### config.mk
export PLATFORM = sky130hd
export DESIGN_NAME = line_raster_top
export DESIGN_NICKNAME = d
export VERILOG_FILES = /design/src/source/raster_pkg.sv /design/src/source/raster_if.sv /design/src/source/line_raster_top.sv /design/src/source/frame_store.sv /design/src/source/scan_timing.sv /design/src/source/raster_engine.sv /design/src/source/raster_reg_decode.sv
export VERILOG_INCLUDE_DIRS = /design/src /design/src/source
export SDC_FILE = /design/constraint.sdc
export NUM_CORES = 2
export LEC_CHECK = 0
export BUFFER_PORTS_ARGS = -buffer_cell sky130_fd_sc_hd__buf_2
export CAP_MARGIN = 20
export CORE_MARGIN = 2
export CORE_UTILIZATION = 57
export DETAILED_ROUTE_END_ITERATION = 10
export GPL_ROUTABILITY_DRIVEN = 0
export PLACE_DENSITY = 0.77
export SLEW_MARGIN = 20
export SYNTH_ARGS = -nofsm -noshare
export SYNTH_HDL_FRONTEND = slang
export SYNTH_SLANG_ARGS = --single-unit
export TNS_END_PERCENT = 5
### constraint.sdc
create_clock -name clk_pix -period 7.6 [get_ports clk_pix]
set_input_delay 1.9 -clock clk_pix [delete_from_list [all_inputs] [get_ports clk_pix]]
set_output_delay 1.9 -clock clk_pix [all_outputs]
set_load 0.02 [all_outputs]
### src/source/raster_consts.svh
/* frame geometry, scan timing, data widths and the register map
   of the line raster subsystem */
`ifndef RASTER_CONSTS_SVH
`define RASTER_CONSTS_SVH

`define RASTER_WIDTH       32           // active pixels per line
`define RASTER_HEIGHT      16           // active lines per frame

`define RASTER_H_TOTAL     40           // columns incl. blanking
`define RASTER_V_TOTAL     20           // rows incl. blanking
`define RASTER_HS_START    34           // first hsync column
`define RASTER_HS_END      35           // last hsync column
`define RASTER_VS_LINE     17           // vsync row

`define RASTER_CORDW       8            // signed coordinate width
`define RASTER_CIDXW       4            // colour index width

`define RASTER_ADDR_P0     32'h0000_0000
`define RASTER_ADDR_P1     32'h0000_0004
`define RASTER_ADDR_CTRL   32'h0000_0008
`define RASTER_ADDR_STATUS 32'h0000_000C

`endif
### src/source/raster_pkg.sv
/* operation codes, register word views and AXI response codes */
`default_nettype none

`include "raster_consts.svh"

package raster_pkg;

    typedef enum logic [1:0] {
        OP_NOP   = 2'd0,
        OP_LINE  = 2'd1,
        OP_CLEAR = 2'd2
    } raster_op_e;

    typedef struct packed {
        logic [31-2*`RASTER_CORDW:0]       pad;
        logic signed [`RASTER_CORDW-1:0]   y;
        logic signed [`RASTER_CORDW-1:0]   x;
    } coord_t;

    typedef struct packed {
        logic [31-2-`RASTER_CIDXW:0]       pad;
        raster_op_e                        op;
        logic [`RASTER_CIDXW-1:0]          cidx;
    } ctrl_t;

    // P0/P1 use the coord view, CTRL the ctrl view
    typedef union packed {
        coord_t coord;
        ctrl_t  ctrl;
    } reg_word_u;

    typedef enum logic [1:0] {
        RESP_OKAY   = 2'b00,
        RESP_SLVERR = 2'b10
    } resp_e;

endpackage

`default_nettype wire

### src/source/raster_if.sv
/* raster_cmd_if, pix_wr_if and scan_if with their modports */
`timescale 1ns/100ps
`default_nettype none

`include "raster_consts.svh"

interface raster_cmd_if;
    logic                             start;    // one-cycle launch
    raster_pkg::raster_op_e           op;
    logic [`RASTER_CIDXW-1:0]         cidx;
    logic signed [`RASTER_CORDW-1:0]  x0, y0, x1, y1;
    logic                             busy;

    modport decode (output start, op, cidx, x0, y0, x1, y1, input busy);
    modport engine (input start, op, cidx, x0, y0, x1, y1, output busy);
endinterface

interface pix_wr_if;
    logic                             we;       // no back-pressure
    logic signed [`RASTER_CORDW-1:0]  x, y;
    logic [`RASTER_CIDXW-1:0]         cidx;

    modport source (output we, x, y, cidx);
    modport sink   (input we, x, y, cidx);
endinterface

interface scan_if;
    logic [`RASTER_CORDW-1:0]         sx, sy;   // scan position
    logic                             de;
    logic                             hsync, vsync;
    logic                             frame;    // pulse at (0,0)

    modport source (output sx, sy, de, hsync, vsync, frame);
    modport sink   (input sx, sy, de, hsync, vsync, frame);
endinterface

`default_nettype wire

### src/source/line_raster_top.sv
/* line raster top level: register decode, raster engine, scan timing
   and frame store */
`timescale 1ns/100ps
`default_nettype none

`include "raster_consts.svh"

module line_raster_top (
    input  logic                      clk_pix,
    input  logic                      arst_n,
    input  logic [31:0]               awaddr,
    input  logic                      awvalid,
    output logic                      awready,
    input  logic [31:0]               wdata,
    input  logic                      wvalid,
    output logic                      wready,
    output logic [1:0]                bresp,
    output logic                      bvalid,
    input  logic                      bready,
    input  logic [31:0]               araddr,
    input  logic                      arvalid,
    output logic                      arready,
    output logic [31:0]               rdata,
    output logic [1:0]                rresp,
    output logic                      rvalid,
    input  logic                      rready,
    output logic [`RASTER_CIDXW-1:0]  pix_cidx,
    output logic                      pix_de,
    output logic                      pix_hsync,
    output logic                      pix_vsync
);

    raster_cmd_if cmd_bus ();
    pix_wr_if     wr_bus ();
    scan_if       scan_bus ();

    raster_reg_decode i_decode (
        .clk_pix, .arst_n,
        .awaddr, .awvalid, .awready, .wdata, .wvalid, .wready,
        .bresp, .bvalid, .bready,
        .araddr, .arvalid, .arready, .rdata, .rresp, .rvalid, .rready,
        .cmd     (cmd_bus.decode)
    );

    raster_engine i_engine (.clk_pix, .arst_n, .cmd(cmd_bus.engine), .wr(wr_bus.source));

    scan_timing i_scan (.clk_pix, .arst_n, .scan(scan_bus.source));

    frame_store i_store (
        .clk_pix, .arst_n,
        .wr      (wr_bus.sink),
        .scan    (scan_bus.sink),
        .pix_cidx, .pix_de, .pix_hsync, .pix_vsync
    );

endmodule

`default_nettype wire

### src/source/frame_store.sv
/* colour-index frame memory with a clipped write port and a registered
   raster-order read port */
`timescale 1ns/100ps
`default_nettype none

`include "raster_consts.svh"

module frame_store (
    input  logic                      clk_pix,
    input  logic                      arst_n,
    pix_wr_if.sink                    wr,
    scan_if.sink                      scan,
    output logic [`RASTER_CIDXW-1:0]  pix_cidx,
    output logic                      pix_de,
    output logic                      pix_hsync,
    output logic                      pix_vsync
);

    localparam int XW    = $clog2(`RASTER_WIDTH);
    localparam int YW    = $clog2(`RASTER_HEIGHT);
    localparam int DEPTH = `RASTER_WIDTH * `RASTER_HEIGHT;

    logic [`RASTER_CIDXW-1:0] mem [DEPTH];
    logic [`RASTER_CIDXW-1:0] rd_data;
    logic [XW+YW-1:0]         wr_addr, rd_addr;
    logic                     wr_in;

    // coordinates outside the active area never reach the memory
    assign wr_in   = wr.we && (wr.x >= 0) && (wr.x < `RASTER_WIDTH) &&
                     (wr.y >= 0) && (wr.y < `RASTER_HEIGHT);
    assign wr_addr = {wr.y[YW-1:0], wr.x[XW-1:0]};      // y*32 + x
    assign rd_addr = {scan.sy[YW-1:0], scan.sx[XW-1:0]};
    assign pix_cidx = pix_de ? rd_data : '0;

    always_ff @(posedge clk_pix) begin
        if (wr_in)
            mem[wr_addr] <= wr.cidx;
        rd_data <= mem[rd_addr];
    end

    // controls delayed one cycle to line up with rd_data
    always_ff @(posedge clk_pix or negedge arst_n) begin
        if (!arst_n) begin
            pix_de    <= 1'b0;
            pix_hsync <= 1'b0;
            pix_vsync <= 1'b0;
        end else begin
            pix_de    <= scan.de;
            pix_hsync <= scan.hsync;
            pix_vsync <= scan.vsync;
        end
    end

endmodule

`default_nettype wire

### src/source/scan_timing.sv
/* horizontal and vertical scan counters with data enable, syncs and
   the frame start pulse */
`timescale 1ns/100ps
`default_nettype none

`include "raster_consts.svh"

module scan_timing (
    input  logic   clk_pix,
    input  logic   arst_n,
    scan_if.source scan
);

    localparam int CW = `RASTER_CORDW;

    logic [CW-1:0] sx, sy;

    assign scan.sx    = sx;
    assign scan.sy    = sy;
    assign scan.de    = (sx < CW'(`RASTER_WIDTH)) && (sy < CW'(`RASTER_HEIGHT));
    assign scan.hsync = (sx >= CW'(`RASTER_HS_START)) && (sx <= CW'(`RASTER_HS_END));
    assign scan.vsync = (sy == CW'(`RASTER_VS_LINE));
    assign scan.frame = (sx == '0) && (sy == '0);

    always_ff @(posedge clk_pix or negedge arst_n) begin
        if (!arst_n) begin
            sx <= '0;
            sy <= '0;
        end else if (sx == CW'(`RASTER_H_TOTAL - 1)) begin
            sx <= '0;
            sy <= (sy == CW'(`RASTER_V_TOTAL - 1)) ? '0 : sy + 1'b1;
        end else begin
            sx <= sx + 1'b1;
        end
    end

endmodule

`default_nettype wire

### src/source/raster_engine.sv
/* raster engine FSM: full-frame clear and Bresenham line, one pixel
   write per clock */
`timescale 1ns/100ps
`default_nettype none

`include "raster_consts.svh"

module raster_engine (
    input  logic         clk_pix,
    input  logic         arst_n,
    raster_cmd_if.engine cmd,
    pix_wr_if.source     wr
);

    localparam int CW = `RASTER_CORDW;
    localparam int EW = `RASTER_CORDW + 3;              // room for 2*err
    localparam logic signed [CW-1:0] ONE    = 1;
    localparam logic signed [CW-1:0] X_LAST = CW'(`RASTER_WIDTH - 1);
    localparam logic signed [CW-1:0] Y_LAST = CW'(`RASTER_HEIGHT - 1);

    typedef enum logic [1:0] {IDLE, CLEAR, LINE, DONE} state_e;

    state_e                   state;
    logic signed [CW-1:0]     x, y, xe, ye;
    logic [`RASTER_CIDXW-1:0] col;
    logic                     x_neg, y_neg;
    logic signed [EW-1:0]     dx, dy, err, e2, err_next;
    logic signed [EW-1:0]     diff_x, diff_y, abs_dx, abs_dy;
    logic                     step_x, step_y;

    assign cmd.busy = (state != IDLE);
    assign wr.we    = (state == CLEAR) || (state == LINE);
    assign wr.x     = x;
    assign wr.y     = y;
    assign wr.cidx  = col;

    always_comb begin
        diff_x   = EW'(cmd.x1) - EW'(cmd.x0);
        diff_y   = EW'(cmd.y1) - EW'(cmd.y0);
        abs_dx   = (diff_x < 0) ? -diff_x : diff_x;
        abs_dy   = (diff_y < 0) ? -diff_y : diff_y;
        e2       = err <<< 1;
        step_x   = (e2 >= dy);
        step_y   = (e2 <= dx);
        err_next = err;
        if (step_x)
            err_next = err_next + dy;
        if (step_y)
            err_next = err_next + dx;
    end

    always_ff @(posedge clk_pix or negedge arst_n) begin
        if (!arst_n) begin
            state <= IDLE;
        end else begin
            case (state)
                IDLE: begin
                    if (cmd.start && cmd.op == raster_pkg::OP_CLEAR)
                        state <= CLEAR;
                    else if (cmd.start && cmd.op == raster_pkg::OP_LINE)
                        state <= LINE;
                end
                CLEAR:   if (x == X_LAST && y == Y_LAST) state <= DONE;
                LINE:    if (x == xe && y == ye) state <= DONE;     // both ends drawn
                default: state <= IDLE;                             // DONE
            endcase
        end
    end

    always_ff @(posedge clk_pix) begin
        if (state == IDLE && cmd.start) begin
            col   <= cmd.cidx;
            x     <= (cmd.op == raster_pkg::OP_CLEAR) ? '0 : cmd.x0;
            y     <= (cmd.op == raster_pkg::OP_CLEAR) ? '0 : cmd.y0;
            xe    <= cmd.x1;
            ye    <= cmd.y1;
            x_neg <= diff_x < 0;
            y_neg <= diff_y < 0;
            dx    <= abs_dx;
            dy    <= -abs_dy;
            err   <= abs_dx - abs_dy;
        end else if (state == CLEAR) begin
            if (x == X_LAST) begin
                x <= '0;
                y <= y + ONE;
            end else begin
                x <= x + ONE;
            end
        end else if (state == LINE) begin
            if (step_x)
                x <= x_neg ? x - ONE : x + ONE;
            if (step_y)
                y <= y_neg ? y - ONE : y + ONE;
            err <= err_next;
        end
    end

endmodule

`default_nettype wire

### src/source/raster_reg_decode.sv
/* AXI4-Lite register slave holding the endpoints and the control word,
   and launching raster operations */
`timescale 1ns/100ps
`default_nettype none

`include "raster_consts.svh"

module raster_reg_decode (
    input  logic        clk_pix,
    input  logic        arst_n,
    input  logic [31:0] awaddr,
    input  logic        awvalid,
    output logic        awready,
    input  logic [31:0] wdata,
    input  logic        wvalid,
    output logic        wready,
    output logic [1:0]  bresp,
    output logic        bvalid,
    input  logic        bready,
    input  logic [31:0] araddr,
    input  logic        arvalid,
    output logic        arready,
    output logic [31:0] rdata,
    output logic [1:0]  rresp,
    output logic        rvalid,
    input  logic        rready,
    raster_cmd_if.decode cmd
);

    raster_pkg::reg_word_u p0_q, p1_q, ctrl_q;
    raster_pkg::reg_word_u wr_word;
    logic                  wr_go, rd_go;
    logic                  wr_err, rd_err, wr_is_op;
    logic [31:0]           rd_word;

    function automatic logic [31:0] coord_view(input raster_pkg::reg_word_u w);
        raster_pkg::reg_word_u r;
        r = '0;
        r.coord.y = w.coord.y;
        r.coord.x = w.coord.x;
        return r;
    endfunction

    function automatic logic [31:0] ctrl_view(input raster_pkg::reg_word_u w);
        raster_pkg::reg_word_u r;
        r = '0;
        r.ctrl.op   = w.ctrl.op;
        r.ctrl.cidx = w.ctrl.cidx;
        return r;
    endfunction

    assign wr_word  = wdata;
    assign wr_go    = awvalid && wvalid && !bvalid;   // aw and w taken together
    assign awready  = wr_go;
    assign wready   = wr_go;
    assign rd_go    = arvalid && !rvalid;
    assign arready  = rd_go;
    assign wr_is_op = (wr_word.ctrl.op == raster_pkg::OP_LINE) ||
                      (wr_word.ctrl.op == raster_pkg::OP_CLEAR);

    // launch straight from the write handshake
    assign cmd.start = wr_go && (awaddr == `RASTER_ADDR_CTRL) && wr_is_op && !cmd.busy;
    assign cmd.op    = wr_word.ctrl.op;
    assign cmd.cidx  = wr_word.ctrl.cidx;
    assign cmd.x0    = p0_q.coord.x;
    assign cmd.y0    = p0_q.coord.y;
    assign cmd.x1    = p1_q.coord.x;
    assign cmd.y1    = p1_q.coord.y;

    always_comb begin
        case (awaddr)
            `RASTER_ADDR_P0,
            `RASTER_ADDR_P1:   wr_err = 1'b0;
            `RASTER_ADDR_CTRL: wr_err = cmd.busy;           // engine still running
            default:           wr_err = 1'b1;
        endcase
    end

    always_comb begin
        rd_word = '0;
        rd_err  = 1'b0;
        case (araddr)
            `RASTER_ADDR_P0:     rd_word = coord_view(p0_q);
            `RASTER_ADDR_P1:     rd_word = coord_view(p1_q);
            `RASTER_ADDR_CTRL:   rd_word = ctrl_view(ctrl_q);
            `RASTER_ADDR_STATUS: rd_word = {31'b0, cmd.busy};
            default:             rd_err  = 1'b1;
        endcase
    end

    always_ff @(posedge clk_pix or negedge arst_n) begin
        if (!arst_n) begin
            p0_q   <= '0;
            p1_q   <= '0;
            ctrl_q <= '0;
            bvalid <= 1'b0;
            rvalid <= 1'b0;
        end else begin
            if (wr_go && !wr_err) begin
                case (awaddr)
                    `RASTER_ADDR_P0:   p0_q   <= wr_word;
                    `RASTER_ADDR_P1:   p1_q   <= wr_word;
                    default:           ctrl_q <= wr_word;
                endcase
            end
            if (wr_go)
                bvalid <= 1'b1;
            else if (bready)
                bvalid <= 1'b0;
            if (rd_go)
                rvalid <= 1'b1;
            else if (rready)
                rvalid <= 1'b0;
        end
    end

    // response payload, held while valid is up
    always_ff @(posedge clk_pix) begin
        if (wr_go)
            bresp <= wr_err ? raster_pkg::RESP_SLVERR : raster_pkg::RESP_OKAY;
        if (rd_go) begin
            rdata <= rd_word;
            rresp <= rd_err ? raster_pkg::RESP_SLVERR : raster_pkg::RESP_OKAY;
        end
    end

endmodule

`default_nettype wire

==> results.sh <==
export IMPL_setup_violations=0
export IMPL_htree_levels=4
export IMPL_cts_resized=0
export IMPL_io_buffer_count=116
export IMPL_worst_path_max_fanout=14
export IMPL_synth_cells=5490
export IMPL_p_seq_share_pct=55.9
export IMPL_firstDrtPassIters=6
export IMPL_clock_sinks=2201
export IMPL_yosys_area_top_type="edfxtp_1"
export IMPL_drt_wl_total_um=249000
export IMPL_synth_edf_count=2136
export IMPL_max_clock_path_buffers=3
export IMPL_path_clk_slew_ps=70
export IMPL_ys_seq_elements=2201
export IMPL_p_leak_nw=32.3
export IMPL_track_usage_pct=30.5
export IMPL_synth_area_sq_mm=0.0911
export IMPL_post_place_cells=7466
export IMPL_final_min_clock_period_ps=5010
export IMPL_root_buffer="clkbuf_16"
export IMPL_ys_seq_area_share_pct=72.2
export IMPL_comb_power_share_pct=0.3
export IMPL_clkPwrFrac_pct=43.8
export IMPL_synth_area_per_cell_sq_um=16.6
export IMPL_crit_required_ps=8180
export IMPL_postCtsSetupBuffers=0
export IMPL_initial_utilization_pct=57.5
export IMPL_finalInstanceArea_sq_mm=0.101
export IMPL_viasPerCell=6.78
export IMPL_final_nets=5797
export IMPL_hold_buffers=0
export IMPL_endpoint_kind="flop"
export IMPL_wl_met3_um=35500
export IMPL_status="finished clean"
export IMPL_synthArstFlopShare_pct=2.77
export IMPL_p_int_mw=18.9
export IMPL_cts_tree="done"
export IMPL_place_ws_ps=2370
export IMPL_fin_crit_sh_pct=65.9
export IMPL_worstMarginPinSlew_ps=1270
export IMPL_grt_setup_unrepaired="false"
export IMPL_total_power_mw=23.5
export IMPL_swShare_pct=19.6
export IMPL_routedWlPerCell_um=31.7
export IMPL_numCtsBuffers=207
export IMPL_grt_pass1_vias=52300
export IMPL_ys_flop_type="edfxtp_1"
export IMPL_regToRegStartpoint="i_engine.err[0]"
export IMPL_yosysTopAreaCellShare_pct=70.4
export IMPL_irDropWorstVdd_v=0.000218
export IMPL_die_area_sq_mm=0.163
export IMPL_utilization_pct=63.4
export IMPL_min_from="i_scan.scan.sx[7]"
export IMPL_synthTopCellsByArea="edfxtp_1, mux4_2, mux2i_1"
export IMPL_path_class="reg2reg"
export IMPL_grt_overflow=0
export IMPL_drc=0
export IMPL_hold_class="reg2reg"
export IMPL_hold_viol_final=0
export IMPL_syn_to_final_growth_pct=10.3
export IMPL_std_cell_rows=146
export IMPL_vias=53200
export IMPL_fp_dieW_um=404
export IMPL_clk_latency_ps=860
export IMPL_ioPinCount=151
export IMPL_fmaxAchievable_mhz=200
export IMPL_yosys_top_cells_count="edfxtp_1, nor2_1, mux2i_1"
export IMPL_max_cap_viol_count=0
export IMPL_fin_ws_ps=2590
export IMPL_powerDensity_mw_per_mm2=234
export IMPL_dp_hpwl_um=148000
export IMPL_p_switching_mw=4.61
export IMPL_first_iter_violations=8857
export IMPL_ant_nets=0
export IMPL_wl_met1_um=86100
export IMPL_synth_distinct_cells=88
export IMPL_yosysWarningCount=0
export IMPL_worst_ep_arrival_time_ps=5590
export IMPL_grt_pass1_wl_um=358000
export IMPL_drive_gt1_share_pct=16.9
export IMPL_worstSetupStartpoint="i_engine.err[0]"
export IMPL_synth_most_common_cell="edfxtp_1"
export IMPL_topRoutingLayerUsed="met5"
export IMPL_crit_path_start_kind="flop"
export IMPL_fin_cells=7853
export IMPL_timing_setup_tns_ps=0
export IMPL_wl_met2_um=114000
export IMPL_slew_headroom_pct=14.8
export IMPL_drv_slew=0
export IMPL_antenna_found_initial=15
export IMPL_coreArea_sq_mm=0.159
export IMPL_chipHeight_um=404
export IMPL_skew_ps=67.0
export IMPL_grt_max_degree=248
export IMPL_holdWs_ps=499
export IMPL_place_area_sq_mm=0.0937
==> final timing paths <==
check	endpoint	slack, ps	depth (start not counted)
max	i_engine.err[8]	2590	17
min	i_scan.scan.sx[7]	500	1
max reg2reg	i_engine.err[8]	2590	17
min reg2reg	i_scan.scan.sx[7]	500	1
max in group asynchronous	i_scan.scan.sx[3]	5680	1
min in group asynchronous	i_decode.p0_q[13]	1170	1
==> kinds of logic after synthesis <==
family	after synthesis	share of synthesized area [%]
DFF	2201	72.2
muxes	771	12.2
other	1	0.00412
xor gates and xnor gates	81	0.795
adders and majority gates	89	1.26
and+or+nand+nor	1126	5.36
buffers and inverters	440	2.44
AOI/OAI and AO/OA	781	5.78
==> layer usage <==
layer  global-route usage, %  vias up
met3                    8.19      777
li1                        -    21800
met1                    41.1    26500
met4                    14.7       20
met5                       0        -
met2                    46.5     4189
==> layout make-up <==
type	instances	area [sq um]
clock inverters	113	1120
fillers	10600	58000
clock buffers	269	5610
inverters	83	312
repair buffers	244	1720
well taps	2072	2590
diodes	3	7.51
multi-input cells	2868	23400
flip-flops and latches	2201	65800
==> power by group through the flow <==
| stage | clock network (mW) | registers, mW | logic (mW) |
|---|---|---|---|
| 2_1_floorplan | 0 | 13.4 | 0.0301 |
| 6_report | 10.3 | 13.1 | 0.0784 |
| 4_1_cts | 10.3 | 13.1 | 0.0785 |
| 3_3_place_gp | 0 | 13.4 | 0.0773 |
| 5_1_grt | 10.8 | 13.1 | 0.0840 |
| 3_5_place_dp | 0 | 13.4 | 0.0786 |
==> flip-flops by register name (all words and copies together) (netlist names), 2 cells and up <==
| name | flops |
|---|---|
| i_scan.scan.sy | 8 |
| i_engine.wr.y | 8 |
| i_engine.ye | 8 |
| i_decode.rdata | 16 |
| i_scan.scan.sx | 8 |
| i_decode.ctrl_q | 6 |
| i_engine.dy | 11 |
| i_engine.wr.x | 8 |
| i_store.mem | 2048 |
| i_engine.err | 10 |
| i_decode.p0_q | 16 |
| i_engine.dx | 11 |
| i_store.rd_data | 4 |
| i_decode.p1_q | 16 |
| i_engine.wr.cidx | 4 |
| i_engine.state | 2 |
| i_engine.xe | 8 |
==> worst max-delay path, stage by stage, from the launching register on <==
cell and delay, ps:
edfxtp_1 450, ha_1 320, nor2b_1 130, o31ai_1 340
a2111oi_0 240, o2111ai_1 220, a41o_1 610, mux2_2 430
ha_1 230, fa_1 440, a21o_1 190, a21oi_1 230
o21bai_1 90, a21oi_1 230, o21ai_0 160, xor2_1 160
a21oi_1 160, a22oi_1 100
==> layout by cell type, fill, tap and decap left out, types with 26 or more instances in the layout <==
master	netlist	routed
a211oi_1	38	38
a21oi_1	118	118
a221oi_1	38	38
a22o_1	34	34
a22oi_1	76	76
buf_2	95	115
buf_4	60	116
clkbuf_1	159	45
clkbuf_16	0	209
clkinv_1	1	27
clkinv_2	0	43
dfrtp_1	61	55
edfxtp_1	2136	2136
ha_1	84	84
inv_1	82	80
mux2_2	98	98
mux2i_1	412	412
mux4_2	258	258
nand2_1	190	178
nand3_1	44	39
nor2_1	671	666
nor2b_1	32	26
nor3_1	43	41
nor4_1	30	28
o21ai_0	177	176
o221ai_1	35	35
o22ai_1	102	102
xnor2_1	46	46
xor2_1	34	34
Note: power is estimated with default switching activity, not from simulation.
